--- src/hdl/mrd_pkg.sv ---
`default_nettype none

package mrd_pkg;

	localparam int n_bank = 7; // Banks, and the radix of the stage.
	localparam int cnt_w = 12;

	// Sink-phase cycles before the watchdog fires.
	localparam logic [cnt_w-1:0] overtime_limit = 12'd2047;

	localparam int twdl_lead = 5; // Samples between twdl_sop and sink_3_4.

	// Codes 3 and 4 belong to the reorder and write-back phases of the full engine.
	typedef enum logic [2:0] {
		idle       = 3'd0,
		sink       = 3'd1,
		wait_to_rd = 3'd2,
		source     = 3'd5
	} mrd_phase_t;

endpackage

`default_nettype wire

--- src/hdl/mrd_sink.sv ---
`default_nettype none

module mrd_sink
	import mrd_pkg::*;
#(
	parameter int wADDR  = 9,
	parameter int data_w = 16
) (
	input  logic              clk,
	input  logic              rst_n,
	input  mrd_phase_t        phase,
	input  logic [cnt_w-1:0]  frame_len,
	input  logic              in_valid,
	input  logic [data_w-1:0] in_data,
	output logic [wADDR-1:0]  wraddr,
	output logic [n_bank-1:0] wren,
	output logic [data_w-1:0] wrdata,
	output logic [wADDR-1:0]  frame_groups,
	output logic              frame_done,
	output logic              sink_3_4,
	output logic              twdl_sop
);

	localparam int idx_w = $clog2(n_bank);

	logic [idx_w-1:0]  idx_pre;
	logic [idx_w-1:0]  idx_s1;
	logic [wADDR-1:0]  addr_pre;
	logic [wADDR-1:0]  addr_s1;
	logic              v_s1;
	logic [data_w-1:0] data_s1;
	logic [cnt_w-1:0]  cnt_sink;
	logic [cnt_w-1:0]  thr_3_4;
	logic [cnt_w-1:0]  thr_twdl;

	// Three quarters of the frame, minus one.
	assign thr_3_4  = (frame_len >> 2) + (frame_len >> 1) - 1'b1;
	assign thr_twdl = thr_3_4 - cnt_w'(twdl_lead);

	// Index and group address of the next sample.
	always_ff @(posedge clk) begin
		if (!rst_n) begin
			idx_pre  <= '0;
			addr_pre <= '0;
		end else if (in_valid) begin
			if (idx_pre == idx_w'(n_bank - 1)) begin
				idx_pre  <= '0;
				addr_pre <= addr_pre + 1'b1;
			end else begin
				idx_pre <= idx_pre + 1'b1;
			end
		end else begin
			idx_pre  <= '0;
			addr_pre <= '0;
		end
	end

	always_ff @(posedge clk) begin
		idx_s1  <= idx_pre;
		addr_s1 <= addr_pre;
		data_s1 <= in_data;
		wraddr  <= addr_s1;
		wrdata  <= data_s1;
	end

	// Write strobes, MSB first: bank 0 is bit n_bank-1.
	always_ff @(posedge clk) begin
		if (!rst_n) begin
			v_s1 <= 1'b0;
			wren <= '0;
		end else begin
			v_s1 <= in_valid;
			wren <= '0;
			if (v_s1)
				wren[n_bank-1-idx_s1] <= 1'b1;
		end
	end

	always_ff @(posedge clk) begin
		if (!rst_n) begin
			cnt_sink     <= '0;
			sink_3_4     <= 1'b0;
			twdl_sop     <= 1'b0;
			frame_done   <= 1'b0;
			frame_groups <= '0;
		end else begin
			cnt_sink   <= in_valid ? cnt_sink + 1'b1 : '0;
			sink_3_4   <= in_valid && (cnt_sink == thr_3_4);
			twdl_sop   <= in_valid && (cnt_sink == thr_twdl);
			frame_done <= v_s1 && !in_valid;
			// A partial last group still counts.
			if (v_s1 && !in_valid)
				frame_groups <= addr_pre + wADDR'(idx_pre != '0);
		end
	end

	// Back to back strobes step to the next bank and wrap after the last.
	a_wren_onehot: assert property (@(posedge clk) disable iff (!rst_n)
		$onehot0(wren) && ($past(wren) == '0 || wren == '0
			|| wren == {$past(wren[0]), $past(wren[n_bank-1:1])}));

	a_valid_phase: assert property (@(posedge clk) disable iff (!rst_n)
		in_valid |-> (phase == idle || phase == sink));

endmodule

`default_nettype wire

--- config.mk ---
export PLATFORM = sky130hd
export DESIGN_NAME = mrd_sink
export DESIGN_NICKNAME = d
export VERILOG_FILES = /design/src/hdl/mrd_pkg.sv /design/src/hdl/mrd_sink.sv
export SDC_FILE = /design/constraint.sdc
export NUM_CORES = 1
export LEC_CHECK = 0
export BUFFER_PORTS_ARGS = -buffer_cell sky130_fd_sc_hd__buf_2
export CAP_MARGIN = 5
export CORE_MARGIN = 2
export CORE_UTILIZATION = 40
export DETAILED_ROUTE_END_ITERATION = 10
export PLACE_DENSITY = 0.6
export SLEW_MARGIN = 5
export SYNTH_ARGS = -nofsm -noshare
export SYNTH_HDL_FRONTEND = slang
export SYNTH_SLANG_ARGS = --single-unit
--- constraint.sdc ---
create_clock -name clk -period 4.01 [get_ports clk]
set_clock_uncertainty 0.15 [all_clocks]
set_input_delay 0.2005 -clock clk [delete_from_list [all_inputs] [get_ports clk]]
set_output_delay 0.2005 -clock clk [all_outputs]
set_load 0.01 [all_outputs]
# Yosys cells after proc, flatten, opt, wreduce, memory -nomap -nowiden
# Index checks and enable logic that the tools add are counted.
op_classes:
  n_addsub: 8
  order_cmp: 2
  n_eq_ne: 3
  mux: 2
  bitwise_logic: 2
  n_reduce_logical: 9
op_table:
  columns: ["op", "count"]
  rows:
  - ["32-bit by 1-bit >= comparator with 1-bit output, second input constant", 1]
  - ["32-bit by 4-bit less-than comparator with 1-bit output, second input constant", 1]
  - ["12-bit == test", 2]
  - ["10-bit by 11-bit adder with 12-bit output", 1]
  - ["12-bit by 1-bit adder with 12-bit output, second input constant", 1]
  - ["12-bit by 1-bit subtractor with 12-bit output, second input constant", 1]
  - ["12-bit by 3-bit subtractor with 12-bit output, second input constant", 1]
  - ["9-bit by 1-bit adder with 9-bit output", 1]
  - ["9-bit by 1-bit adder with 9-bit output, second input constant", 1]
  - ["1-bit logical AND", 4]
  - ["2-bit AND reduction", 2]
  - ["3-bit by 3-bit subtractor with 4-bit output, first input constant", 1]
  - ["3-bit by 1-bit adder with 3-bit output, second input constant", 1]
  - ["1-bit demux with 3-bit select", 1]
  - ["3-bit == test, second input constant", 1]
  - ["3-bit nonzero test", 1]
  - ["3-bit OR reduction", 1]
  - ["1-bit inverter", 2]
  - ["1-bit logical NOT", 1]
  - ["1-bit two-way mux", 1]
word_totals:
  register_bits: 97
  input_bits: 34
  out_inout_bits: 44
  word_cells: 40

# Logic depth before layout (Yosys ltp)
depth:
  ltp_word: 5
  depth_mapped: 14

# Worst setup path before layout
# Ideal clock, no wire load.
synth_path:
  path_type: "input to register"
  start: "input frame_len[2]"
  end: "register twdl_sop"
  arrival_time_ns: 2.903
  setup_slack_ns: 0.872
  cell_stages: 14
  path_cell_list: "inv_1 -> ha_1 -> inv_1 -> ha_1 -> inv_1 -> fa_1 -> nand2b_1 -> a211oi_2 -> o21ai_1 -> a21oi_4 -> and4bb_1 -> xor2_1 -> or4_1 -> a211oi_1"
synth_via:
  elab_chain_cells: 5
synth_lines:
  columns: ["element", "line_no", "rtl"]
  rows:
  - ["start, declared", "mrd_sink.sv:12", "input logic [cnt_w-1:0] frame_len,"]
  - ["10-bit by 11-bit adder with 12-bit output", "mrd_sink.sv:37", "assign thr_3_4 = (frame_len >> 2) + (frame_len >> 1) - 1'b1;"]
  - ["12-bit by 1-bit subtractor with 12-bit output", "mrd_sink.sv:37", null]
  - ["12-bit by 3-bit subtractor with 12-bit output", "mrd_sink.sv:38", "assign thr_twdl = thr_3_4 - cnt_w'(twdl_lead);"]
  - ["12-bit == test", "mrd_sink.sv:89", "twdl_sop <= in_valid && (cnt_sink == thr_twdl);"]
  - ["1-bit logical AND", "mrd_sink.sv:89", null]
  - ["end signal, assigned", "mrd_sink.sv:89", null]
  - ["end, declared", "mrd_sink.sv:21", "output logic twdl_sop"]
# Every way passes these cells.
# A chain may end at the register's enable or synchronous reset.

# Worst setup path after layout
# Ends and elaborated chain as after synthesis.

==> results by group <==
Outcome
  – Status: finished clean

Placed design
  – Routability cong.: 0.743
  – IO Port Bufs: 73
  – Dpl cells: 585
  – Pre-CTS WS: 0.462 ns
  – HPWL Detailed: 5060 um

Logic synthesis
  – Main synth FF type: dfxtp_1
  – Top-area cell type share of the netlist area: 48.9%
  – Sequential area share after synthesis: 48.9%
  – Top cells by area, synth: dfxtp_1 (49%), ha_1 (9.1%), xor2_1 (6.0%)
  – Post-Syn Nets: 455
  – Main combinational cell family by area after synthesis: simple AND/OR/NAND/NOR gates
  – Synth Area in Compound Gates: 9.99%
  – Fraction of registers with async set/reset: 0%
  – Post-Synth Adder-Cell Area: 10.2%
  – Yosys top cell by area: dfxtp_1
  – Syn. warnings: 0
  – Synthesized area: 3970 um^2
  – Distinct cells, synth: 48
  – Mux cell area share after synthesis: 1.01%
  – Simple-Gate Fraction of Synth Area: 14.8%
  – Yosys reg bits: 97
  – EDFF count, synth: 0
  – Avg Cell Area, Syn: 10.2 um^2
  – Xor and xnor fraction of the mapped netlist area: 10.2%
  – Cells after synthesis: 390

Worst setup path
  – Kind of critical path: in2reg
  – Largest stage delay, worst path: 0.55 ns
  – Critical R2R Launch: idx_pre[0]$_SDFF_PP0_
  – Worst R2R End: frame_groups[6]$_SDFFE_PN0P_
  – Setup crit start: frame_len[2]
  – WP depth: 15
  – Reg2Reg Depth: 9
  – R2R setup slack: 1.87 ns
  – Startpoint Class: primary input
  – CP required: 4.12 ns
  – Worst Path Arrival: 3.33 ns
  – Largest delay share family, worst path: simple AND/OR/NAND/NOR gates
  – CP Buf/Inv Count: 4
  – Worst setup EP type: flop
  – Crit-path slowest cell: or4_1
  – Worst path cell trace: buf_2, inv_1, ha_1, inv_1, ha_1, inv_1, fa_1, nand2b_1, a211oi_2, o41ai_2, xnor2_1, and4bb_1, xor2_1, or4_1, a211oi_1
  – Cell mode on critical path: inv_1
  – Largest fanout on the critical path: 3
  – Setup crit end: twdl_sop$_SDFF_PN0_

Cells and area
  – Layout cells sized above 1: 19.8%
  – FILL cells: 929
  – Post-layout util: 49.5%
  – Layout area overhead: 20.7%
  – Nets: 545
  – Non-filler cells, final: 618
  – Ant diodes: 0

Hold path
  – Worst Hold Class: in2reg

Clock network
  – Post-CTS Setup Bufs: 0
  – Post_cts resized: 0
  – Clock-pin slew on the worst setup and hold paths: 0.10 ns
  – Hold_buf cts: 17
  – Htree depth: 3
  – TritonCTS Buffers: 9
  – Clk sinks: 97
  – CTS Root Buffer Type: clkbuf_8
  – Clk buf depth: 2
  – CTS tree: built
  – Worst skew pair latency: 0.35 ns

Detailed routing
  – Post-Route WL: 7130 um
  – DR iter-0 viols: 87
  – DRC violations left: 0
  – WL per Instance: 11.5 um
  – Via density: 4.74
  – DRT antenna net count: 0
  – Drt pass-1 iters: 6
  – Via count: 2928

Global route
  – Remaining Overflow, GRT: 0
  – Global-route usage over all layers: 13.7%
  – Largest net degree at the start of global routing: 23
  – Initial antenna violation count: 0
  – Global-route wire length before repair: 12200 um
  – Vias in the first global route: 2849

Floorplanning
  – Die Width: 104 um
  – Core Area: 9680 um^2
  – Initial Utilization: 41.0%
  – # IOs: 78
  – Row cnt: 36
  – Chip Height: 104 um
  – Full die area: 10700 um^2

STA
  – Min Hold Slack: 0.0700 ns
  – Unrepaired setup endpoints after global routing: false
  – Fmax: 0.310 GHz
  – Slew @ Worst Pin: 0.796 ns
  – Fin worst setup slack: 0.787 ns
  – # setup viols final: 0
  – Final Cycle Share: 80.4%
  – Slew headroom: 46.8%
  – Final Hold Viols: 0
  – Sum Neg Setup Slack: 0 ns
  – Min Clock Period, post-route: 3.22 ns
  – Fin. max-slew vios: 0

Run
  – Max Cap Viol: 0

Pwr
  – Power per cell area: 394 nW/um^2
  – Pleak: 0.00218 uW
  – Maximum vdd ir drop: 0.140 mV
## stage by stage
stage	cell area (um^2)	total power [uW]
4_1_cts	4790	1910
3_5_place_dp	4450	1350
3_3_place_gp	4450	1340
6_report	4790	1890
5_1_grt	4790	1990
2_1_floorplan	3970	1280
## area by class of cell
type	count	area, um^2	area share [%]
tap	133	166	3.47
clock buffer	11	131	2.74
timing repair buffer	91	543	11.3
sequential	97	1940	40.5
multi-input combinational	245	1830	38.2
clock inverter	5	40.0	0.836
inverter	36	135	2.82
## power by group
part | switching [uW] | internal, uW
Sequential | 8.69 | 987
Combinational | 188 | 156
Clock | 320 | 229
Total | 516 | 1370
## cells by family (layout without fill, tap and decap cells)
logic type / count (synthesis) / in the layout
fa+ha+maj: 31 / 31
mux: 4 / 4
buf+inv: 48 / 143
compound gates: 55 / 55
simple gates: 109 / 109
xor+xnor: 46 / 46
flops: 97 / 97
## synthesized netlist by cell type (all sizes together) (2+ instances only)
cell type / instances
o21a: 2
fa: 2
nand3: 16
mux2i: 4
a21oi: 15
o221ai: 3
o211a: 7
nand2b: 5
a211oi: 3
nor2b: 4
o21bai: 2
o21ai: 13
nand4: 6
inv: 36
xnor2: 19
clkbuf: 10
nor2: 25
dfxtp: 97
nand2: 16
or3: 12
and2: 2
nor3: 3
xor2: 27
buf: 2
and3: 5
nor4: 6
a31oi: 3
ha: 29
## registers in the layout, summed over array words and instances (netlist names)
signal	cells
v_s1	1
wraddr	9
twdl_sop	1
data_s1	16
frame_groups	9
addr_s1	9
idx_pre	3
wren	7
cnt_sink	12
addr_pre	9
idx_s1	3
sink_3_4	1
wrdata	16
frame_done	1
## per-layer routing
metal  vias up  global-route usage, %  wire (um)
met5         -                      0          0
met4         0                   4.05         79
met3         9                   3.52        322
met2        72                   22.5       3130
met1      1348                   17.8       3600
li1       1499                      -          -
## how the worst min path moves through the flow
stage | startpoint | to | cells after the start
2_1_floorplan | in_data[0] | data_s1[0]$_DFF_P_ | 0
3_3_place_gp | in_data[3] | data_s1[3]$_DFF_P_ | 1
3_5_place_dp | in_data[8] | data_s1[8]$_DFF_P_ | 1
4_1_cts | rst_n | frame_groups[5]$_SDFFE_PN0P_ | 2
5_1_grt | rst_n | frame_groups[5]$_SDFFE_PN0P_ | 2
6_report | rst_n | frame_groups[6]$_SDFFE_PN0P_ | 2
## cell usage in the layout (no fill, tap or decap), types with 5 or more instances in the layout
cell / count
dlygate4sd3_1: 17
nand4_1: 6
nor4_1: 6
dfxtp_1: 97
clkbuf_8: 9
nor2_1: 25
nand3_1: 16
o211a_1: 7
a21oi_1: 14
and3_1: 5
o21ai_0: 12
or3_1: 12
inv_1: 36
xor2_1: 27
xnor2_1: 19
ha_1: 29
buf_2: 73
nand2b_1: 5
nand2_1: 16
No activity file was read; power rests on OpenSTA's default activity.
