<file path="src/hdl/mrd_pkg.sv">
`default_nettype none

package mrd_pkg;

	localparam int n_bank = 7; // Banks, and the radix of the stage.
	localparam int cnt_w = 12;

	// Sink-phase cycles before the watchdog fires.
	localparam logic [cnt_w-1:0] overtime_limit = 12'd2047;

	localparam int twdl_lead = 5; // Samples between twdl_sop and sink_3_4.

	// Codes 3 and 4 belong to the reorder and write-back phases of the full engine.
	typedef enum logic [2:0] {
		idle       = 3'd0,
		sink       = 3'd1,
		wait_to_rd = 3'd2,
		source     = 3'd5
	} mrd_phase_t;

endpackage

`default_nettype wire

</file>
<file path="src/hdl/mrd_ctrl_fsm.sv">
`default_nettype none

module mrd_ctrl_fsm
	import mrd_pkg::*;
(
	input  logic       clk,
	input  logic       rst_n,
	input  logic       in_valid,
	input  logic       frame_done,
	input  logic       read_done,
	output mrd_phase_t phase,
	output logic       over_time,
	output logic       busy
);

	mrd_phase_t       phase_nxt;
	logic             drain_cnt;
	logic [cnt_w-1:0] cnt_ot;

	always_comb begin
		phase_nxt = phase;
		case (phase)
			idle: begin
				if (in_valid)
					phase_nxt = sink;
			end
			sink: begin
				if (frame_done)
					phase_nxt = wait_to_rd;
			end
			wait_to_rd: begin
				if (drain_cnt) // Second drain cycle.
					phase_nxt = source;
			end
			source: begin
				if (read_done)
					phase_nxt = idle;
			end
			default: phase_nxt = idle;
		endcase
	end

	always_ff @(posedge clk) begin
		if (!rst_n) begin
			phase     <= idle;
			drain_cnt <= 1'b0;
		end else begin
			phase     <= phase_nxt;
			drain_cnt <= (phase == wait_to_rd) ? ~drain_cnt : 1'b0;
		end
	end

	// Watchdog on the length of the sink phase.
	always_ff @(posedge clk) begin
		if (!rst_n) begin
			cnt_ot    <= '0;
			over_time <= 1'b0;
		end else begin
			if (phase == sink) begin
				if (cnt_ot != overtime_limit)
					cnt_ot <= cnt_ot + 1'b1; // Saturates at the limit.
			end else begin
				cnt_ot <= '0;
			end
			if (phase != sink || frame_done)
				over_time <= 1'b0; // Drops together with the phase.
			else if (cnt_ot == overtime_limit)
				over_time <= 1'b1;
		end
	end

	assign busy = (phase != idle);

	a_done_in_sink: assert property (@(posedge clk) disable iff (!rst_n)
		frame_done |-> phase == sink);

endmodule

`default_nettype wire

</file>
<file path="config.mk">
export PLATFORM = sky130hd
export DESIGN_NAME = mrd_ctrl_fsm
export DESIGN_NICKNAME = d
export VERILOG_FILES = /design/src/hdl/mrd_pkg.sv /design/src/hdl/mrd_ctrl_fsm.sv
export SDC_FILE = /design/constraint.sdc
export NUM_CORES = 1
export LEC_CHECK = 0
export BUFFER_PORTS_ARGS = -buffer_cell sky130_fd_sc_hd__buf_2
export CELL_PAD_IN_SITES_DETAIL_PLACEMENT = 0
export CELL_PAD_IN_SITES_GLOBAL_PLACEMENT = 1
export CORE_MARGIN = 8
export CORE_UTILIZATION = 35
export DETAILED_ROUTE_END_ITERATION = 12
export PLACE_DENSITY = 0.66
export SYNTH_ARGS = -nofsm -noshare
export SYNTH_HDL_FRONTEND = slang
export SYNTH_SLANG_ARGS = --single-unit
</file>
<file path="constraint.sdc">
create_clock -name clk -period 2.2 [get_ports clk]
set_input_delay 0.22 -clock clk [delete_from_list [all_inputs] [get_ports clk]]
set_output_delay 0.22 -clock clk [all_outputs]
set_load 0.005 [all_outputs]
</file>
Yosys cells after proc, flatten, opt, wreduce, memory -nomap -nowiden
Index checks and enable logic that the tools add are counted.
{"block": "classes", "addsub": 1, "multipliers": 0, "div_mod_pow": 0, "n_lt_le_gt_ge": 0, "eq_ne": 10, "shift": 0, "muxes": 5, "n_bitwise": 2, "reduce_logical": 7}
{"op": "12-bit by 1-bit adder with 12-bit output (second input constant)", "count": 1}
{"op": "12-bit by 11-bit equality test with 1-bit output (second input constant)", "count": 1}
{"op": "3-bit 2-to-1 mux", "count": 4}
{"op": "12-bit by 11-bit != test with 1-bit output (second input constant)", "count": 1}
{"op": "3-bit case mux with 4 select lines", "count": 1}
{"op": "2-bit != test (second input constant)", "count": 4}
{"op": "2-bit AND reduction", "count": 2}
{"op": "4-bit AND reduction", "count": 1}
{"op": "3-bit by 1-bit equality test with 1-bit output (second input constant)", "count": 1}
{"op": "3-bit by 2-bit equality test with 1-bit output (second input constant)", "count": 1}
{"op": "3-bit equality test (second input constant)", "count": 1}
{"op": "3-bit logical NOT", "count": 1}
{"op": "3-bit by 1-bit != test with 1-bit output (second input constant)", "count": 1}
{"op": "3-bit nonzero test", "count": 1}
{"op": "1-bit NOT", "count": 2}
{"op": "2-bit OR reduction", "count": 1}
{"op": "1-bit logical OR", "count": 1}
{"block": "word_totals", "reg_bits": 17, "latch_bits": 0, "ramBits": 0, "mem_bits_ro": 0, "elab_cells": 29, "memories": 0}

Longest topological paths before layout
Gate-level depths: netlist (run 1).
{"block": "logic_depth", "word_depth": 3, "ltp_mapped": 6}

Worst setup path after synthesis (run 1)
Ideal clock, no wire load.
{"block": "synth_timing", "kind": "reg2reg", "from": "register cnt_ot[0]", "to": "register cnt_ot[0]", "setup_ps": 113, "arrival_ps": 1624, "t_required_ps": 2087, "path_slack_ps": 462, "path_stages_with_launch": 7, "path_buffers": 1, "path_cell_list": "dfxtp_1 -> ha_1 -> nand3_1 -> or4_1 -> buf_6 -> xnor2_2 -> nor2_1"}
{"block": "synth_between", "elab_chain_len": 1, "elab_cells_between_ends": 2}
{"element": "start, declared", "line_no": "mrd_ctrl_fsm.sv:18", "text": "logic [cnt_w-1:0] cnt_ot;"}
{"element": "start signal, assigned", "line_no": "mrd_ctrl_fsm.sv:61", "text": "cnt_ot <= cnt_ot + 1'b1;"}
{"element": "12-bit by 1-bit adder with 12-bit output or 12-bit by 11-bit != test with 1-bit output (tied branches)", "line_no": "mrd_ctrl_fsm.sv:61, mrd_ctrl_fsm.sv:60"}
Parallel ways exist; a longest one is shown, timed or not.
A chain may end at the register's enable or synchronous reset.

Worst setup path in the final report (run 1)
Ends and elaborated chain as after synthesis.

==> metrics, run 1 <==
status=finished, final reports clean; ANT nets after route=0; synth warn=0; routed wire length=1580 µm; Die ar.=4210 µm²; Seq/Total Area, Yosys=40.7%; Worst-Margin Slew=0.514 ns; initial drt markers=59; Lkg Pwr=0.324 nW; max layer used=met4; post_cts resized=0; DIE WIDTH=64.9 µm; Clock Skew=0.00538 ns; max frequency=511 MHz; core area=2230 µm²; crit path kind=reg -> reg; cts bufs inserted=3; layout cells sized above 1=20.4%; Worst Path Required=2.39 ns; Initial Utilization=37.5%; io pins=10; pwr dens=561 nW/µm²; Hold Crit Class=in -> reg; # setup viols final=0; Filler Cell Count=239; Routed wire per std cell=12.1 µm; flop2flop setup slack=0.24 ns; Final Hold Fails=0; gpl congestion=0.770; largest net degree at the start of global routing=13; M1 wire length=782 µm; Post-CTS Setup Bufs=0; Async SR Flop Fraction=0%; period utilization=89.0%; Top Family by Delay on Critical Path=simple AND/OR/NAND/NOR gates; Site Rows=17; post-DR vias/cell=5.11; CTS tree=yes; Hold Path Depth=2; minimum clock period=1.96 ns; DRC Markers=0; Worst path slowest cell=or4_1; Die Ht=64.9 µm; setup TNS=0 ns; fin nets=110; RSZ-0062 raised after global routing=false; synthesis-to-layout area growth=11.1%; H-tree level count=1; crit path buf inv count=0; wire length on met3=50 µm; startpoint types=flip-flop; Post-synth top flop=dfxtp_1; Post-DP HPWL=1210 µm; worst path cell trace=ha_1 > nand3_1 > or4_1 > xnor2_2 > nor2_1; post-synthesis cell count=91; post-synth net total=97; hold_sp=frame_done; Overflow after GRT=0; Max-cap violations=0; Yosys reg bits=17; final core utilization=41.6%; crit path max fanout=6; WHS Endpoint=over_time; Worst slew margin=65.4%; R2R depth=5; Post-synth EDFFs=0; first-pass GRT wire length=2840 µm; TritonRoute pass-1 iters=4; endpoint type of the worst setup path=flip-flop; RR Endpoint=cnt_ot[0]; Critical R2R Launch=cnt_ot[0]; met2 wirelength from detailed routing=736 µm; CTS root buf=clkbuf_4; Mapped Area=837 µm²; Slew Viols, Final=0; Hold Buf Count CTS=0; initial antenna violation count=0; Total Routing Usage GR=8.45%; Port-buffer cells=9; # diodes=0; Via Count=670; Clock Pin Slew Worst Setup and Hold Paths=0.10 ns; slowest stage delay, CP=0.72 ns; Mapped Avg Cell Area=9.20 µm²; Peak VDD IR=0.366 mV; clk_lat worst skew=0.29 ns; crit path DAT=2.14 ns; Longest Clk Path Bufs=2; vias in the first global route=629; post-synth cell types=33; CTS Sinks=17
[state kept, by name, indices dropped and copies added, names as in the netlist]
register   cells
phase          3
over_time      1
drain_cnt      1
cnt_ot        12
[per-layer routing]
metal / track usage [%] / up-vias
li1: - / 356
met1: 10.2 / 307
met2: 13.2 / 5
met3: 4.30 / 2
met4: 1.63 / 0
met5: 0 / -
[cell type report]
cell class,instances,area (µm²),share of cell area (%)
multi-input combinational,69,463,49.8
timing repair buffer,10,52.6,5.65
tap,28,35.0,3.77
sequential,17,340,36.6
clock inverter,1,5.00,0.538
inverter,3,11.3,1.21
clock buffer,3,22.5,2.42
[where the power goes]
part | switching (mW) | internal, mW
clock | 0.0958 | 0.0676
sequential | 0.00814 | 0.313
combinational | 0.0180 | 0.0194
[through the flow]
stage / area [µm²] / total power, mW / setup slack (ns) / hold WS [ns] / std cells
after floorplan: 837 / 0.351 / 0.462 / 0.299 / 91
after global placement: 902 / 0.366 / 0.298 / 0.430 / 127
after detailed placement: 902 / 0.366 / 0.264 / 0.428 / 127
after CTS: 930 / 0.533 / 0.244 / 0.103 / 131
after global routing: 930 / 0.555 / 0.121 / 0.0966 / 131
final: 930 / 0.522 / 0.243 / 0.117 / 131
[cells by family (layout without fill, tap and decap cells)]
family,Yosys count,count (layout),synth area share [%]
XOR/XNOR,5,5,6.13
multiplexers,2,2,2.39
flip-flops,17,17,40.7
AND/OR/NAND/NOR,44,44,32.1
buffers and inverters,5,17,4.04
AO/OA/AOI/OAI,17,17,13.2
adder cells (fa/ha/maj),1,1,1.49
[worst max path at each step]
stage              start  slack (ns)  depth (start not counted)        end
2_1_floorplan  cnt_ot[0]        0.46                          6  cnt_ot[0]
3_3_place_gp   cnt_ot[0]        0.30                          5  cnt_ot[0]
3_5_place_dp   cnt_ot[0]        0.26                          5  cnt_ot[0]
5_1_grt        cnt_ot[0]        0.12                          5  cnt_ot[3]
4_1_cts        cnt_ot[0]        0.24                          5  cnt_ot[0]
6_report       cnt_ot[0]        0.24                          5  cnt_ot[0]
[cell usage in the layout, fill, tap and decap left out, types with 3 or more instances in the layout]
master / instances
a21oi_1: 4
a21oi_2: 3
buf_2: 9
clkbuf_4: 3
dfxtp_1: 17
inv_1: 3
nand2_1: 7
nand3_1: 7
nand3b_1: 3
nor2_1: 7
nor3_1: 4
o21ai_0: 4
or3_1: 3
xnor2_1: 3
[cell usage after synthesis, drive strengths merged, types with 2 or more instances]
cell,number,share of area [%]
nand3,8,6.3
dfxtp,17,41
mux2i,2,2.4
or4,2,1.8
o21ai,4,2.4
nor2,7,3.1
xnor2,4,5.1
nand3b,3,2.7
nand2,7,3.1
o31ai,2,1.8
inv,3,1.3
buf,2,2.7
nor4,2,3.3
nor3b,2,1.8
or3,3,2.2
a21oi,7,5.5
and3,2,1.6
nor3,4,2.4
No activity file was read; power rests on OpenSTA's default activity.
==> run 2, diff against run 1 <==
Clock period 2.2 ns to 2 ns, I/O delays scaled along.
==> run 2 against run 1 <==
Fmax up 9.5%. Largest cell class unchanged. Via count up 3.1%. Hold slack worse by 0.023 ns. Setup slack worse by 0.030 ns. Global-route usage up 0.24 points. Non-clock buffer count up 2. Routed wire length up 4.9%. Cell count up 1.5%. Critical path type unchanged.
==> metrics, run 2 (synthesized netlist as in run 1, its figures left out) <==
status=finished, final reports clean; Worst slew margin=67.2% (+1.8 points); RR Endpoint=cnt_ot[0]; Total Routing Usage GR=8.69% (+0.24 points); Overflow after GRT=0 (unchanged); first-pass GRT wire length=2970 µm (+4.7%); io pins=10 (unchanged); initial antenna violation count=0 (unchanged); hold_sp=frame_done; Slew Viols, Final=0 (unchanged); Routed wire per std cell=12.5 µm (+3.3%); Die ar.=4210 µm² (unchanged); crit path kind=reg -> reg; Final Hold Fails=0 (unchanged); H-tree level count=1 (unchanged); synthesis-to-layout area growth=12.9%; vias in the first global route=684 (+8.7%); crit path max fanout=6 (unchanged); Clk pwr share=32.1% (+0.8 points); minimum clock period=1.79 ns (-0.170 ns); Die Ht=64.9 µm (unchanged); Initial Utilization=37.5% (unchanged); post-DR vias/cell=5.20 (+1.6%); crit path DAT=1.98 ns (-0.16 ns); startpoint types=flip-flop; ANT nets after route=0 (unchanged); commonest non-fill, non-tap cells in the layout=17 x dfxtp_1, 9 x buf_2, 7 x nand3_1, 7 x nand2_1, 7 x nor2_1; Site Rows=17 (unchanged); sw power=143 µW (+17%); initial drt markers=17 (-71%); period utilization=89.4% (+0.38 points); Worst-Margin Slew=0.488 ns (-0.0265 ns); Hold Path Depth=2 (unchanged); clk_lat worst skew=0.29 ns (about the same); Clock Skew=0.00539 ns (+0.00000964 ns); setup TNS=0 ns (unchanged); gpl congestion=0.816 (+6.0%); DRC Markers=0 (unchanged); DIE WIDTH=64.9 µm (unchanged); R2R depth=5 (unchanged); CTS Sinks=17 (unchanged); Top reg by flops=cnt_ot; Clock Pin Slew Worst Setup and Hold Paths=0.11 ns (about the same); endpoint type of the worst setup path=flip-flop; Int Power=441 µW (+10%); Lkg Pwr=0.333 nW (+2.9%); WHS Endpoint=over_time; Top Registers=cnt_ot: 12 flops, phase: 3 flops; pwr dens=618 nW/µm² (+10%); Longest Clk Path Bufs=2 (unchanged); Seq pwr share=60.2% (-1.3 points); Post-CTS Setup Bufs=0 (unchanged); core area=2230 µm² (unchanged); Largest register FFs=12 (unchanged); Via Count=691 (+3.1%); layout cells sized above 1=21.9% (+1.5 points); fin nets=112 (+1.8%); RSZ-0062 raised after global routing=false; Switching Share=24.4% (+1.1 points); largest net degree at the start of global routing=13 (unchanged); Worst Path Required=2.19 ns (-0.20 ns); Max-cap violations=0 (unchanged); combinational power share=7.7% (+0.5 points); TritonRoute pass-1 iters=4 (unchanged); commonest non-fill, non-tap cell in the layout=dfxtp_1; CTS tree=yes; cts bufs inserted=3 (unchanged); Peak VDD IR=0.303 mV (-17%); max frequency=560 MHz (+9.5%); Post-DP HPWL=1250 µm (+3.3%); Port-buffer cells=9 (unchanged); Hold Buf Count CTS=0 (unchanged); # setup viols final=0 (unchanged); post_cts resized=0 (unchanged); # diodes=0 (unchanged); overall power=584 µW (+12%); Critical R2R Launch=cnt_ot[1]; CTS root buf=clkbuf_4; flop2flop setup slack=0.21 ns (-0.03 ns); Hold Crit Class=in -> reg; routed wire length=1660 µm (+4.9%)
run 2: through the flow:
step,cells,hold slack (ns),util [%],area (µm²),setup WS (ns)
after floorplan,91,0.279,-,837,0.262
after global placement,129,0.412,41.1,917,0.249
after detailed placement,129,0.406,41.1,917,0.226
after CTS,133,0.0817,42.3,945,0.194
after global routing,133,0.0750,42.3,945,0.0390
final,133,0.0941,42.3,945,0.213
run 2: power groups by stage:
stage | Clock, mW | Sequential [mW] | Combinational [mW]
finish | 0.187 | 0.352 | 0.0451
global route | 0.215 | 0.353 | 0.0508
CTS | 0.195 | 0.352 | 0.0463
detailed placement | 0 | 0.359 | 0.0460
global placement | 0 | 0.359 | 0.0459
floorplan | 0 | 0.359 | 0.0272
run 2: critical path, cell delays in order (launching register included):
cell	delay, ns
dfxtp_1	0.40
ha_1	0.23
nand3_1	0.12
or4_1	0.70
xnor2_2	0.19
nor2_1	0.05
run 2: how the worst max path moves through the flow:
| stage | startpoint | endpoint | slack (ns) | cells past startpoint |
|---|---|---|---|---|
| finish | cnt_ot[1] | cnt_ot[0] | 0.21 | 5 |
| global route | cnt_ot[1] | cnt_ot[3] | 0.04 | 6 |
| CTS | cnt_ot[1] | cnt_ot[3] | 0.19 | 6 |
| detailed placement | cnt_ot[1] | cnt_ot[3] | 0.23 | 6 |
| global placement | cnt_ot[1] | cnt_ot[0] | 0.25 | 5 |
| floorplan | cnt_ot[0] | cnt_ot[0] | 0.26 | 6 |
run 2: cell type report:
| class | count | area (µm²) |
|---|---|---|
| Inverter | 3 | 11.3 |
| Sequential cell | 17 | 340 |
| Clock buffer | 3 | 22.5 |
| Tap cell | 28 | 35.0 |
| Timing Repair Buffer | 12 | 67.6 |
| Fill cell | 252 | 1290 |
| Multi-Input combinational cell | 69 | 463 |
| Clock inverter | 1 | 5.00 |
run 2: routing by layer:
metal | track usage (%) | part of all wire (%) | up-vias
li1 | - | - | 359
met1 | 10.1 | 49 | 327
met2 | 14.2 | 48 | 3
met3 | 2.23 | 2.2 | 2
met4 | 4.90 | 0.96 | 0
met5 | 0 | 0 | -
