$ cat config.mk
export PLATFORM = sky130hd
export DESIGN_NAME = mrd_source
export DESIGN_NICKNAME = d
export VERILOG_FILES = /design/src/hdl/mrd_pkg.sv /design/src/hdl/mrd_source.sv
export SDC_FILE = /design/constraint.sdc
export NUM_CORES = 1
export LEC_CHECK = 0
export BUFFER_PORTS_ARGS = -buffer_cell sky130_fd_sc_hd__buf_2
export CORE_ASPECT_RATIO = 1.4
export CORE_UTILIZATION = 43
export CTS_BUF_LIST = sky130_fd_sc_hd__clkbuf_16
export CTS_CLUSTER_SIZE = 8
export DETAILED_ROUTE_END_ITERATION = 12
export GPL_TIMING_DRIVEN = 0
export PLACE_DENSITY = 0.84
export RECOVER_POWER = 25
export SLEW_MARGIN = 20
export SYNTH_ARGS = -nofsm -noshare
export SYNTH_HDL_FRONTEND = slang
export SYNTH_SLANG_ARGS = --single-unit
$ cat constraint.sdc
create_clock -name clk -period 4.05 [get_ports clk]
set_input_delay 0.81 -clock clk [delete_from_list [all_inputs] [get_ports clk]]
set_output_delay 0.81 -clock clk [all_outputs]
set_load 0.02 [all_outputs]
$ cat src/hdl/mrd_pkg.sv
`default_nettype none

package mrd_pkg;

	localparam int n_bank = 7; // Banks, and the radix of the stage.
	localparam int cnt_w = 12;

	// Sink-phase cycles before the watchdog fires.
	localparam logic [cnt_w-1:0] overtime_limit = 12'd2047;

	localparam int twdl_lead = 5; // Samples between twdl_sop and sink_3_4.

	// Codes 3 and 4 belong to the reorder and write-back phases of the full engine.
	typedef enum logic [2:0] {
		idle       = 3'd0,
		sink       = 3'd1,
		wait_to_rd = 3'd2,
		source     = 3'd5
	} mrd_phase_t;

endpackage

`default_nettype wire

$ cat src/hdl/mrd_source.sv
`default_nettype none

module mrd_source
	import mrd_pkg::*;
#(
	parameter int wADDR  = 9,
	parameter int data_w = 16
) (
	input  logic                          clk,
	input  logic                          rst_n,
	input  mrd_phase_t                    phase,
	input  logic [wADDR-1:0]              frame_groups,
	input  logic [n_bank-1:0][data_w-1:0] rddata,
	output logic [wADDR-1:0]              rdaddr,
	output logic                          rden,
	output logic                          read_done,
	output logic                          out_valid,
	output logic [n_bank-1:0][data_w-1:0] out_data
);

	logic [wADDR-1:0] rd_next;
	logic             rd_issued;
	logic             rd_last;
	logic             rden_d1;
	logic             last_d1;

	// One group address per cycle, once per source phase.
	always_ff @(posedge clk) begin
		if (!rst_n) begin
			rden      <= 1'b0;
			rd_next   <= '0;
			rd_issued <= 1'b0;
			rd_last   <= 1'b0;
		end else if (phase == source && !rd_issued) begin
			rden      <= 1'b1;
			rd_next   <= rd_next + 1'b1;
			rd_last   <= (rd_next == frame_groups - 1'b1);
			rd_issued <= (rd_next == frame_groups - 1'b1);
		end else begin
			rden    <= 1'b0;
			rd_last <= 1'b0;
			if (phase != source) begin
				rd_next   <= '0;
				rd_issued <= 1'b0;
			end
		end
	end

	always_ff @(posedge clk) begin
		rdaddr <= rd_next;
	end

	// Match the bank read latency.
	always_ff @(posedge clk) begin
		if (!rst_n) begin
			rden_d1   <= 1'b0;
			last_d1   <= 1'b0;
			out_valid <= 1'b0;
			read_done <= 1'b0;
		end else begin
			rden_d1   <= rden;
			last_d1   <= rd_last;
			out_valid <= rden_d1;
			read_done <= last_d1;
		end
	end

	// Bank vectors are MSB first, lanes are not.
	always_ff @(posedge clk) begin
		if (rden_d1) begin
			for (int j = 0; j < n_bank; j++)
				out_data[j] <= rddata[n_bank-1-j];
		end
	end

	a_rdaddr_range: assert property (@(posedge clk) disable iff (!rst_n)
		rden |-> rdaddr < frame_groups);

endmodule

`default_nettype wire

## Word-level counts from Yosys, hierarchy flattened

Index checks and enable logic that the tools add are counted.

| cells by class | value |
|---|---|
| $add $sub $neg | 2 |
| multipliers | 0 |
| divide/modulo/power cells | 0 |
| $lt $le $gt $ge | 0 |
| eq/ne operators | 3 |
| shifts and indexed selects | 0 |
| multiplexer cells | 5 |
| bitwise logic cells | 0 |
| reduce and logical (&&, ||, !) cells | 4 |

Operators with widths:

| kind | number |
|---|---|
| two-way mux 9 bit | 2 |
| adder 9 x 1 -> 9 bit, second input constant | 1 |
| == test 9 bit | 1 |
| subtractor 9 x 1 -> 9 bit, second input constant | 1 |
| == test 3 bit, second input constant | 1 |
| two-way mux 1 bit | 3 |
| != test 3 bit, second input constant | 1 |
| AND reduction 2 bit | 1 |
| nonzero test 2 bit | 1 |
| logical AND 1 bit | 1 |
| zero test 1 bit | 1 |

| word-level totals | value |
|---|---|
| register bits after elaboration | 137 |
| bits in latches | 0 |
| memory bits (writable) | 0 |
| ROM bits | 0 |
| input port bits | 126 |
| word-level logic and storage cells | 30 |
| memories kept | 0 |

## Depth between registers and ports, before layout

Gate-level depths: netlist (run 1).

| depth | value |
|---|---|
| depth in word-level cells | 3 |
| depth in mapped cells | 7 |
| depth with buffers taken out | 7 |

## Worst setup path after synthesis (run 1)

OpenSTA, ideal clock, no wires.

| path | value |
|---|---|
| path type | register to register |
| start | register rden_d1 |
| end | register out_data[0] (netlist name) (enable) |
| setup time | 0.481 ns |
| data arrival time | 2.734 ns |
| slack | 0.835 ns |
| stages on the path, launching flop included | 1 |
| clock period less this slack | 3.215 ns |
| path through | dfxtp_1 |

RTL lines:

| element | RTL line | source |
|---|---|---|
| from (decl) | mrd_source.sv:24 | `logic rden_d1;` |
| from (signal assigned) | mrd_source.sv:61 | `rden_d1 <= rden;` |
| to (signal, indexed assignment) | mrd_source.sv:72 | `out_data[j] <= rddata[n_bank-1-j];` |
| to (decl) | mrd_source.sv:18 | `output logic [n_bank-1:0][data_w-1:0] out_data` |

No word-level cell between the ends.

## Worst setup path in the final report (run 1)

| path | value |
|---|---|
| start | input frame_groups[0] |
| end | register rd_last |

| on the way | value |
|---|---|
| word-level cells in the longest chain between the ends | 2 |

Ends and longest elaborated chain:

| element | RTL line | source |
|---|---|---|
| from (decl) | mrd_source.sv:12 | `input logic [wADDR-1:0] frame_groups,` |
| subtractor 9 x 1 -> 9 bit | mrd_source.sv:37 | `rd_last <= (rd_next == frame_groups - 1'b1);` |
| == test 9 bit | mrd_source.sv:37 |  |
| to (signal assigned) | mrd_source.sv:37 |  |
| to (decl) | mrd_source.sv:23 | `logic rd_last;` |

No other way between the ends.
A chain may end at the register's enable or synchronous reset.

==> results of run 1 <==
stage by stage:
step                instance area [um^2]  power [mW]
finish                              6450        3.24
global placement                    5790        1.68
global route                        6440        3.34
floorplan                           4370        1.61
detailed placement                  5820        1.69
CTS                                 6430        3.27
critical path, stage by stage:
cell and delay (ns):
buf_2 0.12, inv_1 0.05, ha_1 0.20, nor4b_2 0.26, nand3b_1 0.14, xnor2_1 0.16
nor3_1 0.21, and3_1 0.22
cell usage in the layout (no fill, tap or decap), drive strengths merged:
cell type	count
and3	2
nand3b	1
nand4bb	1
xnor2	6
or3	3
o21ai	3
a21o	1
nor2b	3
a31o	1
clkinv	3
nand4b	1
buf	250
clkbuf	19
mux2i	2
inv	9
ha	2
diode	6
nand2b	1
edfxtp	112
bufinv	3
nor3	3
nand2	5
nor2	10
a211oi	1
clkinvlp	3
nor4b	1
and2	4
nand4	4
xor2	10
dfxtp	25
o31ai	1
a21oi	4
nor3b	1
power breakdown:
group          internal [mW]  switching, mW  total [mW]
Combinational         0.0593         0.0531       0.112
Clock                  0.981          0.601        1.58
Sequential              1.54        0.00652        1.54
state kept, by name, indices dropped and copies added (netlist names):
name,cells
out_data,112
rd_next,9
rdaddr,9
last_d1,1
out_valid,1
rd_issued,1
rd_last,1
rden,1
rden_d1,1
read_done,1
worst min path at each step:
stage,startpoint,endpoint,slack [ns],depth (start not counted)
CTS,rd_next[3],rdaddr[3],0.36,0
detailed placement,rd_next[3],rdaddr[3],0.35,0
finish,rd_next[3],rdaddr[3],0.36,0
global placement,rd_next[3],rdaddr[3],0.35,0
floorplan,rd_next[3],rdaddr[3],0.33,0
global route,rd_next[3],rdaddr[3],0.37,0
cells by family (layout without fill, tap and decap cells):
kind of cell               after synthesis  count (layout)  synth area share
AOI/OAI and AO/OA                       11              11            0.0152
xor gates and xnor gates                16              16            0.0320
adders and majority gates                2               2           0.00572
buffers and inverters                    5             287           0.00458
DFF                                    137             137             0.884
muxes                                    2               2           0.00458
other                                    0               6                 0
and+or+nand+nor                         40              40            0.0544
per-layer routing:
layer  up-vias  global-route usage  share of wire
met4         2              0.0953          0.022
li1       1349                   -              -
met2       156               0.341           0.53
met5         -                   0         0.0012
met1      1338               0.180           0.32
met3        21               0.120           0.13
area by class of cell:
type,count,area (um^2),share of cell area
clock buffers,17,425,0.0660
flip-flops and latches,137,3870,0.600
clock inverters,15,189,0.0293
inverters,3,11.3,0.00175
diodes,6,15.0,0.00233
well taps,135,169,0.0262
repair buffers,250,1270,0.198
plain buffers,2,8.76,0.00136
multi-input cells,71,489,0.0759
==> results.py, run 1 <==
metrics = {
    "cts": {
        "worstSkewPairLatency_ns": 0.41,
        "cts_buffer_depth": 2,
        "cts_max_level": 4,
        "cts_buffers": 17,
        "cts_hold_buffers": 0,
        "cts_tree": "built",
        "post_cts_buffers": 0,
        "ctsResizeCount": 0,
        "clk_pin_slew_ns": 0.06,
        "clock-sinks": 137,
        "cts-root-buf": "clkbuf_16",
    },
    "hold_path": {
        "hold_path.class": "reg2reg",
    },
    "power": {
        "leakagePower_nw": 2.71,
        "powerDensity_mw_per_mm2": 502,
        "vdd_drop_max_mv": 0.323,
    },
    "synth": {
        "yosysTopAreaCell": "edfxtp_1",
        "async_reset_ff_frac": 0,
        "synth_top_cell_area_share": 0.769,
        "synthFlopType": "edfxtp_1",
        "synth-seq-cells": 137,
        "synth_cell_types": 30,
        "syn_area_per_cell_um2": 20.5,
        "syn_inst": 213,
        "synth_warnings": 0,
        "synthMostInstantiatedCell": "edfxtp_1",
        "yosysSeqAreaShare": 0.884,
        "synth_common_cells": "edfxtp_1, dfxtp_1, nor2_1, xor2_1, xnor2_1",
        "syn_nets": 341,
        "syn_area_mm2": 0.00437,
        "synth_edf_count": 112,
        "synth.area.top_cells": "edfxtp_1, dfxtp_1, xor2_1",
    },
    "timing": {
        "rsz0062_at_grt": "no",
        "setup_tns_ns": 0,
        "final.period_utilization": 0.458,
        "fin_hold_ws_ns": 0.363,
        "hold_viol": 0,
        "maxSlewViolCount": 0,
        "layout_setup_ws_ns": 2.19,
        "setup-violations-final": 0,
        "clock_skew_ns": 0.00574,
        "post-route-min-period_ns": 1.86,
        "worst_slew_pin_slew_ns": 0.700,
        "max_slew_margin": 0.534,
        "fmax_ghz": 0.539,
    },
    "die": {
        "dieArea_mm2": 0.0106,
        "start_util": 0.442,
        "io_pins": 250,
        "rows": 43,
        "die_h_um": 121,
        "dieWidth_um": 87.2,
        "coreArea_mm2": 0.00990,
    },
    "detailed_routing": {
        "drc": 0,
        "dr.pass1.iters": 4,
        "vias": 2866,
        "wl_per_cell_um": 16.4,
        "drt.antenna.violating_nets": 0,
        "via_per_inst": 4.51,
        "drtIter0Drc": 108,
        "routed_wl_um": 10400,
    },
    "setup_path": {
        "cp-end-kind": "register",
        "setup.worst_path.start_class": "input pin",
        "rrSetupSlack_ns": 2.53,
        "r2r-start": "rden_d1",
        "critPathLaunch": "frame_groups[0]",
        "required_ns": 4.39,
        "path_class": "in2reg",
        "cp_max_fo": 4,
        "r2r_cells": 1,
        "endpoint": "rd_last",
        "cp_data_arrival_time_ns": 2.20,
        "r2r_end": "out_data[26]",
    },
    "global_route": {
        "overflow": 0,
        "grt_pass1_wl_um": 14700,
        "grtUsageTotal": 0.198,
        "antenna_found_initial": 8,
        "first_global_vias": 2863,
        "grt_max_degree": 63,
    },
    "finish": {
        "layout.nets": 610,
        "final_core_util": 0.651,
        "layoutNonFillerInstCount": 636,
        "drive_gt1_frac": 0.578,
        "fillCellCount": 746,
        "syn_to_final_growth_pct": 47.5,
    },
    "status": {
        "status": "completed",
    },
    "run": {
        "maxCapViolCount": 0,
    },
    "place": {
        "place.gp.congestion": 0.810,
        "post-place-ws_ns": 1.77,
        "port_buffers": 249,
        "hpwl_um": 7850,
        "placed_cells": 598,
    },
}
Note: power is estimated with default switching activity, not from simulation.
==> run 2: changes to the inputs <==
==> constraint.sdc (replaced) <==
create_clock -name clk -period 1.9 [get_ports clk]
set_input_delay 0.38 -clock clk [delete_from_list [all_inputs] [get_ports clk]]
set_output_delay 0.38 -clock clk [all_outputs]
set_load 0.02 [all_outputs]
==> run 2 against run 1 <==
Final cell count shrank 0.63%. Via count grew 1.7%. Clock power grew 120%. Design area grew 0.21%. Count of clock-buffer cells in the layout is the same. Sequential share of layout area shrank 0.13 points. Non-clock buffer count grew 1. Total power grew 110%. Critical path depth shrank 3. Flip-flop and latch count is the same. Clock skew is essentially flat. Critical path type is now reg2reg. Highest routed layer unchanged.
==> results.py, run 2 (same netlist as run 1, synthesis figures left out) <==
metrics = {
    "status": {
        "status": "completed",
    },
    "cts": {
        "cts_hold_buffers": 0,
        "post_cts_buffers": 0,
        "cts_buffers": 17,
        "cts_max_level": 4,
        "cts_buffer_depth": 2,
        "cts-root-buf": "clkbuf_16",
        "ctsResizeCount": 0,
        "cts_tree": "built",
        "clock-sinks": 137,
        "worstSkewPairLatency_ns": 0.40,
        "clk_pin_slew_ns": 0.06,
    },
    "timing": {
        "max_slew_margin": 0.721,
        "maxSlewViolCount": 0,
        "setup_tns_ns": 0,
        "post-route-min-period_ns": 1.43,
        "final.period_utilization": 0.751,
        "worst_slew_pin_slew_ns": 0.419,
        "hold_viol": 0,
        "fmax_ghz": 0.700,
        "rsz0062_at_grt": "no",
        "setup-violations-final": 0,
        "clock_skew_ns": 0.00594,
    },
    "hold_path": {
        "hp-start": "rddata[0]",
        "min_path_cells": 1,
        "holdPathEnd": "out_data[96]",
        "hold_path.class": "in2reg",
    },
    "global_route": {
        "first_global_vias": 2866,
        "grt_pass1_wl_um": 14800,
        "overflow": 0,
        "grt_max_degree": 49,
        "grtUsageTotal": 0.199,
        "antenna_found_initial": 3,
    },
    "setup_path": {
        "cp_max_fo": 5,
        "cp_data_arrival_time_ns": 1.76,
        "path_class": "reg2reg",
        "cp_cell_sequence": "ha_1 > and3_1 > nand2_1 > or3_1 > a21oi_1",
        "r2r_cells": 5,
        "required_ns": 2.24,
        "cp-end-kind": "register",
        "critical_path.slowest_cell": "dfxtp_1",
        "r2r-start": "rd_next[1]",
        "critical-path-top-delay-family": "simple AND/OR/NAND/NOR gates",
        "r2r_end": "rd_next[8]",
        "max_stage_delay_ns": 0.42,
        "setup.worst_path.start_class": "register",
        "cp_num_buf_inv": 0,
        "cp.depth": 5,
        "rrSetupSlack_ns": 0.47,
    },
    "detailed_routing": {
        "dr.pass1.iters": 4,
        "wl_per_cell_um": 16.5,
        "via_per_inst": 4.61,
        "drc": 0,
        "drtIter0Drc": 121,
        "drt.antenna.violating_nets": 0,
        "vias": 2916,
        "routed_wl_um": 10400,
    },
    "die": {
        "die_h_um": 121,
        "coreArea_mm2": 0.00990,
        "io_pins": 250,
        "rows": 43,
        "dieWidth_um": 87.2,
        "start_util": 0.442,
        "dieArea_mm2": 0.0106,
    },
    "place": {
        "placed_cell_area_mm2": 0.00583,
        "port_buffers": 249,
        "hpwl_um": 8150,
        "place.gp.congestion": 0.806,
    },
    "finish": {
        "regArea_mm2": 0.00387,
        "layout_commonest_cell": "buf_2",
        "syn_to_final_growth_pct": 47.8,
        "largest_register_ffs": 112,
        "post-route-cell-area_mm2": 0.00646,
        "drive_gt1_frac": 0.579,
        "fillCellCount": 767,
        "layout.nets": 611,
        "final_cell_mix": "buf_2, edfxtp_1, dfxtp_1",
        "reg.largest.list": "out_data (112), rd_next (9), rdaddr (9)",
        "top_register": "out_data",
        "multi_input_area_um2": 489,
    },
    "power": {
        "powerDensity_mw_per_mm2": 1080,
        "vdd_drop_max_mv": 0.604,
        "leakagePower_nw": 2.74,
    },
    "run": {
        "maxCapViolCount": 0,
    },
}
==> run 2: cell count changes in the layout (fill, tap and decap cells not counted) <==
cell,delta
diode_2,-5
inv_6,-5
clkinv_4,+4
clkinv_2,+3
clkinvlp_4,-3
buf_12,+2
buf_16,-1
bufinv_16,+1
clkinv_1,-1
inv_1,+1
==> run 2: final cells by class <==
class                   count  area share
multi-input cells          71      0.0757
well taps                 135      0.0261
flip-flops and latches    137       0.598
plain buffers               2     0.00136
clock buffers              17      0.0658
repair buffers            251       0.199
inverters                   3     0.00174
clock inverters            15      0.0314
diodes                      1    0.000387
==> run 2: through the flow <==
stage	power, mW	cells	utilization	hold WS (ns)	setup WS (ns)
after floorplan	3.43	213	-	0.330	0.411
after global placement	3.58	597	0.585	0.341	0.0944
after detailed placement	3.60	599	0.589	0.341	0.0861
after CTS	7.03	631	0.653	0.126	0.460
after global routing	7.16	631	0.653	0.120	0.326
final	6.95	632	0.653	0.146	0.472
==> run 2: layer usage <==
metal / up-vias / wire [um] / GRT usage
li1: 1352 / - / -
met1: 1397 / 3430 / 0.191
met2: 149 / 5810 / 0.358
met3: 14 / 1060 / 0.101
met4: 4 / 113 / 0.0748
met5: - / 22 / 0
==> run 2: power by group <==
group,leakage (nW),total (mW),switching [mW],internal [mW]
Combinational,1.21,0.245,0.118,0.127
Clock,0.314,3.41,1.21,2.20
Sequential,1.21,3.29,0.0106,3.28
==> run 2: worst max-delay path by stage <==
| stage | from | endpoint |
|---|---|---|
| finish | rd_next[1] | rd_next[8] |
| floorplan | frame_groups[0] | rd_issued |
| global route | frame_groups[0] | rd_last |
| detailed placement | frame_groups[0] | rd_last |
| CTS | rd_next[0] | rd_next[8] |
| global placement | frame_groups[0] | rd_last |
==> run 3: changes to the inputs <==
--- a/config.mk
+++ b/config.mk
@@ -7,12 +7,12 @@
 export LEC_CHECK = 0
 export BUFFER_PORTS_ARGS = -buffer_cell sky130_fd_sc_hd__buf_2
 export CORE_ASPECT_RATIO = 1.4
-export CORE_UTILIZATION = 43
+export CORE_UTILIZATION = 39
 export CTS_BUF_LIST = sky130_fd_sc_hd__clkbuf_16
 export CTS_CLUSTER_SIZE = 8
 export DETAILED_ROUTE_END_ITERATION = 12
 export GPL_TIMING_DRIVEN = 0
-export PLACE_DENSITY = 0.84
+export PLACE_DENSITY = 0.8
 export RECOVER_POWER = 25
 export SLEW_MARGIN = 20
 export SYNTH_ARGS = -nofsm -noshare
==> constraint.sdc (replaced) <==
create_clock -name clk -period 1.31 [get_ports clk]
set_input_delay 0.262 -clock clk [delete_from_list [all_inputs] [get_ports clk]]
set_output_delay 0.262 -clock clk [all_outputs]
set_load 0.02 [all_outputs]
==> run 3 against run 2 <==
Sequential share of layout area fell by 1.1 points. Setup slack lost 0.46 ns. Utilization is 4.5 points lower. Highest routed layer unchanged. Clock power up 39%. Count of clock-buffer cells in the layout is the same. Critical endpoint unchanged. Combinational power is 56% higher. Flip-flop and latch count is the same.
==> results.py, run 3 (same netlist as run 1, synthesis figures left out) <==
metrics = {
    "timing": {
        "post-route-min-period_ns": 1.30,
        "max_slew_margin": 0.704,
        "clock_skew_ns": 0.00564,
        "layout_setup_ws_ns": 0.0106,
        "final.period_utilization": 0.992,
        "maxSlewViolCount": 0,
        "setup-violations-final": 0,
        "hold_viol": 0,
        "fmax_ghz": 0.770,
        "rsz0062_at_grt": "yes",
        "worst_slew_pin_slew_ns": 0.443,
    },
    "global_route": {
        "grt_pass1_wl_um": 15400,
        "first_global_vias": 2912,
        "grtUsageTotal": 0.187,
        "antenna_found_initial": 4,
        "overflow": 0,
        "grt_max_degree": 44,
    },
    "status": {
        "status": "completed",
    },
    "finish": {
        "multi_input_area_um2": 546,
        "reg.largest.list": "out_data (112), rd_next (9), rdaddr (9)",
        "top_register": "out_data",
        "post-route-cell-area_mm2": 0.00661,
        "fillCellCount": 840,
        "drive_gt1_frac": 0.617,
        "layout_commonest_cell": "buf_2",
        "layout.nets": 619,
        "final_cell_mix": "buf_2, edfxtp_1, dfxtp_1",
        "syn_to_final_growth_pct": 51.1,
        "largest_register_ffs": 112,
        "regArea_mm2": 0.00388,
        "layoutNonFillerInstCount": 648,
    },
    "detailed_routing": {
        "met3WireLength_um": 1030,
        "dr.pass1.iters": 4,
        "routed_wl_um": 10800,
        "wl_met2_um": 5780,
        "wl_per_cell_um": 16.6,
        "drc": 0,
        "dr.max_layer_used": "met5",
        "vias": 2971,
        "drt.antenna.violating_nets": 0,
        "routedLengthMet1_um": 3670,
        "via_per_inst": 4.58,
        "drtIter0Drc": 78,
    },
    "die": {
        "dieWidth_um": 91.5,
        "dieArea_mm2": 0.0116,
        "io_pins": 250,
        "coreArea_mm2": 0.0109,
        "rows": 45,
        "start_util": 0.402,
        "die_h_um": 127,
    },
    "cts": {
        "clk_pin_slew_ns": 0.06,
        "cts_buffers": 17,
        "cts_tree": "built",
        "clock-sinks": 137,
        "cts-root-buf": "clkbuf_16",
        "cts_hold_buffers": 0,
        "cts_buffer_depth": 2,
        "cts_max_level": 4,
        "worstSkewPairLatency_ns": 0.40,
    },
    "place": {
        "placed_cell_area_mm2": 0.00586,
        "hpwl_um": 8100,
        "post-place-ws_ns": -0.264,
        "place.gp.congestion": 0.831,
        "placed_cells": 605,
        "port_buffers": 249,
    },
    "hold_path": {
        "hold_path.class": "in2reg",
    },
    "setup_path": {
        "critical_path.slowest_cell": "dfxtp_4",
        "cp_num_buf_inv": 0,
        "setup.worst_path.start_class": "register",
        "required_ns": 1.65,
        "cp-end-kind": "register",
        "cp_cell_sequence": "ha_4 > and3_4 > nand2_2 > or3_1 > a21oi_1",
        "cp_max_fo": 3,
        "cp_data_arrival_time_ns": 1.63,
        "max_stage_delay_ns": 0.37,
        "path_class": "reg2reg",
        "critical-path-top-delay-family": "simple AND/OR/NAND/NOR gates",
    },
    "power": {
        "vdd_drop_max_mv": 0.833,
        "powerDensity_mw_per_mm2": 1490,
        "leakagePower_nw": 2.77,
    },
    "run": {
        "maxCapViolCount": 0,
    },
}
[run 3: cell types whose count changed in the layout (fill, tap and decap cells not counted), sizes merged]
cell / previous run / this run
buf: 251 / 260
clkinvlp: 0 / 3
clkinv: 9 / 7
diode: 1 / 3
bufinv: 4 / 3
clkbuf: 19 / 18
[run 3: layer usage]
layer / vias to the layer above / track usage
li1: 1373 / -
met1: 1409 / 0.193
met2: 165 / 0.326
met3: 22 / 0.0714
met4: 2 / 0.0999
met5: - / 0
[run 3: path summary, 6_finish.rpt]
path | startpoint | end | slack (ns) | depth (start not counted)
setup / recovery | rd_next[0] | rd_next[8] | 0.01 | 5
hold / removal | rddata[67] | out_data[35] | 0.03 | 1
setup reg to reg | rd_next[0] | rd_next[8] | 0.01 | 5
hold reg to reg | rd_next[1] | rdaddr[1] | 0.40 | 0
[run 3: layout make-up]
class                      count  share of cell area
sequential                   137               0.588
buffer                         1            0.000568
clock buffer                  17              0.0644
antenna                        3             0.00114
timing repair buffer         260               0.209
clock inverter                15              0.0265
multi-input combinational     71              0.0826
tap                          141              0.0267
inverter                       3             0.00170
[run 3: worst register-to-register path: stages, from the launching register on]
cell,delay (ns)
dfxtp_4,0.37
ha_4,0.13
and3_4,0.20
nand2_2,0.06
or3_1,0.35
a21oi_1,0.12
[run 3: metrics by stage]
stage / util / setup TNS, ns / total power [mW] / hold slack, ns
floorplan: - / -14.77 / 4.97 / 0.330
global placement: 0.535 / -41.07 / 5.20 / 0.350
detailed placement: 0.539 / -10.13 / 5.23 / 0.343
CTS: 0.603 / 0 / 9.97 / 0.00797
global route: 0.608 / -0.0909 / 10.2 / 0.00542
finish: 0.608 / 0 / 9.88 / 0.0271
[run 3: power by group]
group	internal (mW)	total [mW]	switching [mW]
Clock	2.99	4.74	1.75
Combinational	0.195	0.381	0.187
Sequential	4.75	4.76	0.0120
[run 3: what timing repair did]
item	CTS	global route
gates resized for setup	13	11
pin swaps	3	12
setup endpoints to repair	49	6
setup buffers	6	3
